**config.mk**
```make
export PLATFORM = sky130hd
export DESIGN_NAME = br_exec_top
export DESIGN_NICKNAME = d
export VERILOG_FILES = /design/src/common/br_pkg.sv /design/src/common/br_stream_if.sv /design/src/br_unit/br_eval.sv /design/src/br_unit/fu_br.sv /design/src/design/br_exec_top.sv /design/src/design/br_fifo.sv
export VERILOG_INCLUDE_DIRS = /design/src /design/src/common
export SDC_FILE = /design/constraint.sdc
export NUM_CORES = 1
export LEC_CHECK = 0
export BUFFER_PORTS_ARGS = -buffer_cell sky130_fd_sc_hd__buf_2
export CELL_PAD_IN_SITES_DETAIL_PLACEMENT = 1
export CELL_PAD_IN_SITES_GLOBAL_PLACEMENT = 2
export CORE_ASPECT_RATIO = 1.2
export CORE_UTILIZATION = 43
export DETAILED_ROUTE_END_ITERATION = 7
export HOLD_SLACK_MARGIN = 0.1
export MAX_ROUTING_LAYER = met4
export PLACE_DENSITY_LB_ADDON = 0.1
export SLEW_MARGIN = 20
export SYNTH_ARGS = -nofsm -noshare
export SYNTH_HDL_FRONTEND = slang
export SYNTH_SLANG_ARGS = --single-unit
```
**constraint.sdc**
```tcl
create_clock -name clk -period 10.2 [get_ports clk]
set_clock_uncertainty 0.15 [all_clocks]
set_input_delay 0.51 -clock clk [delete_from_list [all_inputs] [get_ports clk]]
set_output_delay 0.51 -clock clk [all_outputs]
set_load 0.1 [all_outputs]
```
**src/common/br_cfg.svh**
```systemverilog
// ##########################################################
// Branch resolution configuration
// Widths and queue depth shared by package and RTL
// ##########################################################
`ifndef BR_CFG_SVH
`define BR_CFG_SVH

// Data path and PC width
`define BR_XLEN 64

// Reorder-buffer index width, 32 entries
`define BR_ROB_IDX_W 5

// Entries in each stream FIFO
`define BR_FIFO_DEPTH 4

`endif

```
**src/common/br_pkg.sv**
```systemverilog
// ##########################################################
// Branch resolution types
// Class and condition encodings, opcodes, stream payloads
// ##########################################################
`include "br_cfg.svh"

package br_pkg;

	// Instruction class after decode
	typedef enum logic [1:0]
	{
		CLS_NONE   = 2'd0, // Not a branch
		CLS_JUMP   = 2'd1, // JMP/JSR/RET group
		CLS_UNCOND = 2'd2, // BR, BSR
		CLS_COND   = 2'd3  // Compare against reg A
	} br_class_e;

	// Condition check, from inst[27:26]
	typedef enum logic [1:0]
	{
		FN_LBC = 2'd0, // Low bit clear
		FN_EQ  = 2'd1, // Equal to zero
		FN_LT  = 2'd2, // Negative
		FN_LE  = 2'd3  // Negative or zero
	} br_func_e;

	// Major opcodes, inst[31:26]
	localparam logic [5:0] OP_BR      = 6'h30;
	localparam logic [5:0] OP_BSR     = 6'h34;
	localparam logic [5:0] OP_JMP_GRP = 6'h1a; // Upper three bits select the jump group

	// Issued branch operation, 230 bits
	typedef struct packed
	{
		logic [`BR_XLEN-1:0]      npc;         // PC of next sequential inst
		logic [`BR_XLEN-1:0]      opa;         // Register A value
		logic [31:0]              inst;
		logic [`BR_ROB_IDX_W-1:0] rob_idx;
		logic                     pred_taken;  // Front end direction guess
		logic [`BR_XLEN-1:0]      pred_target; // Front end target guess
	} br_req_t;

	// Resolution, 136 bits
	typedef struct packed
	{
		logic [`BR_ROB_IDX_W-1:0] rob_idx;
		logic                     taken;
		logic [`BR_XLEN-1:0]      target;     // Recovery target, npc if not taken
		logic                     mispredict;
		logic                     is_cond;    // Predictor only trains on these
		logic [`BR_XLEN-1:0]      npc;
	} br_res_t;

endpackage

```
**src/common/br_stream_if.sv**
```systemverilog
// ##########################################################
// Valid/ready stream
// One payload per edge where valid and ready are both high
// ##########################################################
`timescale 1ns/1ns

interface br_stream_if #(
	parameter type payload_t = logic
) ();

	logic     valid;   // Producer has a word
	logic     ready;   // Consumer takes it this edge
	payload_t payload; // Held stable until transfer

	// Source side
	modport producer
	(
		output valid,
		output payload,
		input  ready
	);

	// Sink side
	modport consumer
	(
		input  valid,
		input  payload,
		output ready
	);

endinterface

```
**src/br_unit/br_eval.sv**
```systemverilog
// ##########################################################
// Branch evaluation
// Decodes class, checks condition on reg A, forms the
// recovery target and compares against the prediction
// ##########################################################
`timescale 1ns/1ns
`include "br_cfg.svh"

module br_eval
(
	input  br_pkg::br_req_t   req_i,
	output br_pkg::br_class_e cls_o,
	output logic              taken_o,
	output logic [`BR_XLEN-1:0] target_o,     // Recovery target
	output logic              mispredict_o
);

	import br_pkg::*;

	logic [5:0]          opcode;
	br_func_e            func;
	logic                cond_raw;  // Check before negate
	logic                cond;
	logic                opa_zero;
	logic                opa_neg;
	logic [`BR_XLEN-1:0] disp;      // Byte displacement
	logic [`BR_XLEN-1:0] taken_tgt;

	assign opcode = req_i.inst[31:26];
	assign func   = br_func_e'(req_i.inst[27:26]);

	assign opa_zero = (req_i.opa == '0);
	assign opa_neg  = req_i.opa[`BR_XLEN-1];

	// 21-bit word displacement, sign extended, times four
	assign disp = {{(`BR_XLEN-23){req_i.inst[20]}}, req_i.inst[20:0], 2'b00};

	// Class decode
	always_comb
	begin
		if (opcode[5:3] == OP_JMP_GRP[5:3])
			cls_o = CLS_JUMP;                          // 0x18..0x1F
		else if ((opcode == OP_BR) || (opcode == OP_BSR))
			cls_o = CLS_UNCOND;
		else if (opcode[5:4] == 2'b11)
			cls_o = CLS_COND;                          // Rest of 0x30..0x3F
		else
			cls_o = CLS_NONE;
	end

	// Condition on reg A
	always_comb
	begin
		case (func)
			FN_LBC:  cond_raw = ~req_i.opa[0];
			FN_EQ:   cond_raw = opa_zero;
			FN_LT:   cond_raw = opa_neg;
			FN_LE:   cond_raw = opa_neg | opa_zero;
			default: cond_raw = 1'b0;
		endcase
	end

	assign cond = cond_raw ^ req_i.inst[28]; // Bit 28 flips the sense

	// Direction by class
	always_comb
	begin
		case (cls_o)
			CLS_JUMP:   taken_o = 1'b1;
			CLS_UNCOND: taken_o = 1'b1;
			CLS_COND:   taken_o = cond;
			default:    taken_o = 1'b0;
		endcase
	end

	// Jumps go to reg A, word aligned; branches are PC relative
	assign taken_tgt = (cls_o == CLS_JUMP) ? {req_i.opa[`BR_XLEN-1:2], 2'b00}
		: req_i.npc + disp;

	assign target_o = taken_o ? taken_tgt : req_i.npc;

	// Wrong direction, or right direction but wrong place
	assign mispredict_o = (req_i.pred_taken != taken_o)
		| (taken_o & req_i.pred_taken & (req_i.pred_target != target_o));

endmodule

```
**src/br_unit/fu_br.sv**
```systemverilog
// ##########################################################
// Branch functional unit
// One result register behind br_eval, stalls on res_s
// back-pressure and holds its output until drained
// ##########################################################
`timescale 1ns/1ns
`include "br_cfg.svh"

module fu_br
(
	input logic          clk,
	input logic          rst,
	br_stream_if.consumer iss_s, // br_req_t
	br_stream_if.producer res_s  // br_res_t
);

	import br_pkg::*;

	br_class_e           cls;
	logic                taken;
	logic [`BR_XLEN-1:0] target;
	logic                mispredict;

	br_res_t res_q;      // Output payload
	logic    res_vld_q;  // Output register occupied
	logic    accept;
	logic    drain;

	br_eval u_br_eval
	(
		.req_i        (iss_s.payload),
		.cls_o        (cls),
		.taken_o      (taken),
		.target_o     (target),
		.mispredict_o (mispredict)
	);

	// Free when empty or emptying this edge
	assign iss_s.ready = ~res_vld_q | res_s.ready;

	assign accept = iss_s.valid & iss_s.ready;
	assign drain  = res_vld_q & res_s.ready;

	// Valid bit
	always_ff @(posedge clk)
	begin
		if (rst)
			res_vld_q <= 1'b0;
		else if (accept)
			res_vld_q <= 1'b1;   // New result replaces any drained one
		else if (drain)
			res_vld_q <= 1'b0;
	end

	// Payload, only moves on accept so it holds during a stall
	always_ff @(posedge clk)
	begin
		if (accept)
		begin
			res_q.rob_idx    <= iss_s.payload.rob_idx;
			res_q.taken      <= taken;
			res_q.target     <= target;
			res_q.mispredict <= mispredict;
			res_q.is_cond    <= (cls == CLS_COND);
			res_q.npc        <= iss_s.payload.npc;
		end
	end

	assign res_s.valid   = res_vld_q;
	assign res_s.payload = res_q;

endmodule

```
**src/design/br_exec_top.sv**
```systemverilog
// ##########################################################
// Branch execution top
// Request FIFO, branch unit and result FIFO in series,
// plain ports packed into and out of stream payloads
// ##########################################################
`timescale 1ns/1ns
`include "br_cfg.svh"

module br_exec_top
(
	input  logic                     clk,
	input  logic                     rst,
	// Issue side
	input  logic                     req_valid_i,
	output logic                     req_ready_o,
	input  logic [`BR_XLEN-1:0]      req_npc_i,
	input  logic [`BR_XLEN-1:0]      req_opa_i,
	input  logic [31:0]              req_inst_i,
	input  logic [`BR_ROB_IDX_W-1:0] req_rob_idx_i,
	input  logic                     req_pred_taken_i,
	input  logic [`BR_XLEN-1:0]      req_pred_target_i,
	// Resolution side, to ROB and predictor
	output logic                     res_valid_o,
	input  logic                     res_ready_i,
	output logic [`BR_ROB_IDX_W-1:0] res_rob_idx_o,
	output logic                     res_taken_o,
	output logic [`BR_XLEN-1:0]      res_target_o,
	output logic                     res_mispredict_o,
	output logic                     res_cond_o,
	output logic [`BR_XLEN-1:0]      res_npc_o
);

	import br_pkg::*;

	br_stream_if #(.payload_t(br_req_t)) req_q_s (); // Ports into request FIFO
	br_stream_if #(.payload_t(br_req_t)) iss_s ();   // Request FIFO to unit
	br_stream_if #(.payload_t(br_res_t)) res_s ();   // Unit to result FIFO
	br_stream_if #(.payload_t(br_res_t)) res_q_s (); // Result FIFO to ports

	// Pack request
	assign req_q_s.valid   = req_valid_i;
	assign req_q_s.payload = '{
		npc:         req_npc_i,
		opa:         req_opa_i,
		inst:        req_inst_i,
		rob_idx:     req_rob_idx_i,
		pred_taken:  req_pred_taken_i,
		pred_target: req_pred_target_i
	};
	assign req_ready_o = req_q_s.ready;

	br_fifo #(.payload_t(br_req_t)) u_req_q
	(
		.clk   (clk),
		.rst   (rst),
		.in_s  (req_q_s.consumer),
		.out_s (iss_s.producer)
	);

	fu_br u_fu_br
	(
		.clk   (clk),
		.rst   (rst),
		.iss_s (iss_s.consumer),
		.res_s (res_s.producer)
	);

	br_fifo #(.payload_t(br_res_t)) u_res_q
	(
		.clk   (clk),
		.rst   (rst),
		.in_s  (res_s.consumer),
		.out_s (res_q_s.producer)
	);

	// Unpack result
	assign res_q_s.ready    = res_ready_i;
	assign res_valid_o      = res_q_s.valid;
	assign res_rob_idx_o    = res_q_s.payload.rob_idx;
	assign res_taken_o      = res_q_s.payload.taken;
	assign res_target_o     = res_q_s.payload.target;
	assign res_mispredict_o = res_q_s.payload.mispredict;
	assign res_cond_o       = res_q_s.payload.is_cond;
	assign res_npc_o        = res_q_s.payload.npc;

endmodule

```
**src/design/br_fifo.sv**
```systemverilog
// ##########################################################
// Stream FIFO
// First-word-fall-through ring buffer between two streams,
// head entry drives the output directly
// ##########################################################
`timescale 1ns/1ns
`include "br_cfg.svh"

module br_fifo #(
	parameter type payload_t = logic
)
(
	input logic          clk,
	input logic          rst,
	br_stream_if.consumer in_s,
	br_stream_if.producer out_s
);

	localparam int unsigned DEPTH = `BR_FIFO_DEPTH;
	localparam int unsigned PTR_W = (DEPTH > 1) ? $clog2(DEPTH) : 1;
	localparam int unsigned CNT_W = $clog2(DEPTH + 1);

	payload_t         mem [DEPTH]; // Storage, no reset
	logic [PTR_W-1:0] wr_ptr;
	logic [PTR_W-1:0] rd_ptr;
	logic [CNT_W-1:0] count;       // Occupied entries
	logic             push;
	logic             pop;

	// Wrap at DEPTH, depth need not be a power of two
	function automatic logic [PTR_W-1:0] ptr_inc(input logic [PTR_W-1:0] ptr);
		logic [PTR_W-1:0] nxt;
		nxt = (ptr == PTR_W'(DEPTH - 1)) ? '0 : ptr + 1'b1;
		return nxt;
	endfunction

	assign in_s.ready    = (count != CNT_W'(DEPTH)); // Low only when full
	assign out_s.valid   = (count != '0);
	assign out_s.payload = mem[rd_ptr];              // Fall through

	assign push = in_s.valid & in_s.ready;
	assign pop  = out_s.valid & out_s.ready;

	// Pointers and count
	always_ff @(posedge clk)
	begin
		if (rst)
		begin
			wr_ptr <= '0;
			rd_ptr <= '0;
			count  <= '0;
		end
		else
		begin
			if (push)
				wr_ptr <= ptr_inc(wr_ptr);
			if (pop)
				rd_ptr <= ptr_inc(rd_ptr);
			case ({push, pop})
				2'b10:   count <= count + 1'b1;
				2'b01:   count <= count - 1'b1;
				default: count <= count;    // Idle or both, level unchanged
			endcase
		end
	end

	// Write port
	always_ff @(posedge clk)
	begin
		if (push)
			mem[wr_ptr] <= in_s.payload;
	end

endmodule

```
==> metrics.cfg <==
[detailed_routing]
finalWirelength_um=182000
dr.pass1.iters=5
wl_per_cell_um=29.98
vias=34350
drt-initial-drc-count=2657
post-route-drc-count=0
via_per_inst=5.659
postRouteAntennaNets=0

[floorplanning]
core-area_mm2=0.1486
fp.dieH_um=425.3
rows=155
die_w_um=354.8
fp.dieArea_mm2=0.1509
top_level_ports=372
start_util_pct=43.23

[global_route]
overflow=0
met3_usage_pct=3.438
antenna_found_initial=22
grt_max_degree=113
grt_pass1_wl_um=260500
met2_usage_pct=40.75
gr-usage-met1_pct=33.39
grt_pass1_vias=36320
grt.total_usage_pct=24.93
busiest_layer=met2

[sta]
maxSlewHeadroom_pct=19.84
timing.setup.tns_ps=0
slew_violations=0
rsz0062_at_grt=false
fin_crit_sh_pct=79.87
hold_viol_final=0
worst_pin_slew_ps=1190
finalSetupViolations=0
fmax_mhz=122.8
min_period_ps=8146

[critical_path]
cp.arrival_ps=8490
regToRegSetupSlack_ps=2050
crit_path_max_fanout=98
cp-end-kind=register
startpoint_type=register
timing.rr.end=u_fu_br.res_s.payload[65]
r2r_cells=19
path_class=register to register
cp_data_required_time_ps=10550

[synth]
syn_inst=3299
synth_top_area_share_pct=73.89
synth_warnings=0
syn_nets=3611
netlist_area_mm2=0.06421
synthSimpleGateAreaFrac_pct=4.107
yosys-top-cells-area=edfxtp_1 (74%), mux4_2 (13%), ha_1 (1.5%)
synth_mux_area_share_pct=13.20
synth_compound_gate_area_share_pct=4.119
async_flop_share_pct=0
synth-seq-cells=1599
synth_xor_xnor_area_share_pct=1.304
synth_top_family_by_area=multiplexers
yosysTopAreaCell=edfxtp_1
ys_types=75
synth_flop_cell=edfxtp_1
ys_seq_area_share_pct=74.48
synth_edf_count=1580
synthAdderAreaFrac_pct=1.555
avgSynthCellArea_um2=19.46

[place]
hpwl_um=124900
gp_congestion=0.8635
io_buffers=366

[min_path]
hp-start=req_inst_i[10]
holdPathStages=2
hp-class=primary input to register
holdPathEnd=u_req_q.mem[2][80]

[finish]
nets=4277
drive_above_1_share_pct=24.54
area_delta_synth_final_pct=17.60

[clock_tree]
cts_tree=done
cts-buffers-inserted=157
cts_max_path_buffers=3
root_buffer=clkbuf_16
insertion_delay_ps=820
cts_sinks=1599
cts_max_level=4
path_clk_slew_ps=60

[flow_run]
maxCapViolCount=0

[status]
status=finished, final reports clean

==> synthesized netlist by cell type (40+ instances only) <==
master    number
a21oi_1      125
inv_1         48
clkbuf_1      72
mux4_2       359
xor2_1        53
xnor2_1       40
nor2_1       141
edfxtp_1    1580
ha_1          75
o21ai_0       65
nand2_1      138
==> cell usage in the layout (no fill, tap or decap), drive strengths merged, types with 40 or more instances in the layout <==
| cell | instances |
|---|---|
| clkbuf | 217 |
| nor2 | 141 |
| a21oi | 125 |
| ha | 75 |
| edfxtp | 1580 |
| xor2 | 53 |
| xnor2 | 40 |
| clkinv | 47 |
| dlygate4sd3 | 229 |
| o21ai | 66 |
| nand2 | 138 |
| mux4 | 359 |
| buf | 417 |
| inv | 62 |
==> flip-flops by register name, indices dropped and copies added, names as in the netlist, named ones only <==
name / cells
u_req_q.count: 3
u_req_q.mem: 900
u_fu_br.res_s.payload: 136
u_res_q.count: 3
u_res_q.rd_ptr: 2
u_res_q.mem: 544
u_res_q.wr_ptr: 2
u_fu_br.res_s.valid: 1
u_req_q.wr_ptr: 2
u_req_q.rd_ptr: 2
==> through the flow <==
stage | instance area, um^2 | hold slack (ps) | utilization (%) | instances | worst slack [ps]
2_1_floorplan | 64210 | 304.1 | - | 3299 | 22.89
3_3_place_gp | 68440 | 304.0 | 46.07 | 5538 | 1942
3_5_place_dp | 68440 | 333.1 | 46.07 | 5538 | 1963
4_1_cts | 75440 | 216.9 | 50.79 | 6049 | 1940
5_1_grt | 75510 | 270.3 | 50.83 | 6067 | 1887
6_report | 75520 | 295.5 | 50.84 | 6069 | 2054
==> layout make-up <==
class,instances,area (um^2)
Fill cell,13660,73040
Clock inverter,65,536.8
Multi-Input combinational cell,1512,15650
Sequential cell,1599,47840
Tap cell,1962,2455
Inverter,49,185.2
Timing Repair Buffer,646,4627
Antenna cell,19,47.55
Clock buffer,217,4175
==> layer usage <==
metal / wire (um) / share of wire (%) / up-vias
li1: - / - / 14960
met1: 79550 / 44 / 18330
met2: 91420 / 50 / 874
met3: 7876 / 4.3 / 186
met4: 3119 / 1.7 / 0
met5: 0 / 0 / -
==> cell families after synthesis <==
kind of cell / count (synthesis)
flip-flops: 1599
AND/OR/NAND/NOR: 535
AO/OA/AOI/OAI: 409
multiplexers: 396
buffers and inverters: 188
XOR/XNOR: 94
adder cells (fa/ha/maj): 78
==> worst max-delay path, stage by stage (launching register included) <==
cell and delay [ps]:
dfxtp_4 770, buf_12 540, mux4_2 470, o21a_1 210
o21a_1 170, ha_1 230, nand2b_1 150, nor2_1 70
nor4_2 500, nand2b_1 200, mux2_4 390, clkinv_2 440
buf_4 360, mux2i_1 470, o22ai_1 170, nor4_1 700
and4_1 450, nand4_1 130, nor3_1 790, a31oi_1 220
==> what timing repair did <==
item / CTS / global route
buffers inserted: 0 / 0
hold buffers: 229 / 0
hold endpoints to repair: 919 / 0
gates resized for setup: 0 / 0
==> worst max-delay path by stage <==
stage,from,endpoint,slack (ps),cells past startpoint
floorplan,u_res_q.count[2],u_req_q.count[2],20,7
global placement,register,u_fu_br.res_s.payload[65],1940,16
detailed placement,register,u_fu_br.res_s.payload[65],1960,16
CTS,register,u_fu_br.res_s.payload[65],1940,16
global route,register,u_fu_br.res_s.payload[65],1890,19
finish,register,u_fu_br.res_s.payload[65],2050,19
Power is not shown: default switching activity piles up to over one toggle a cycle in this logic, so the estimate is an artifact.
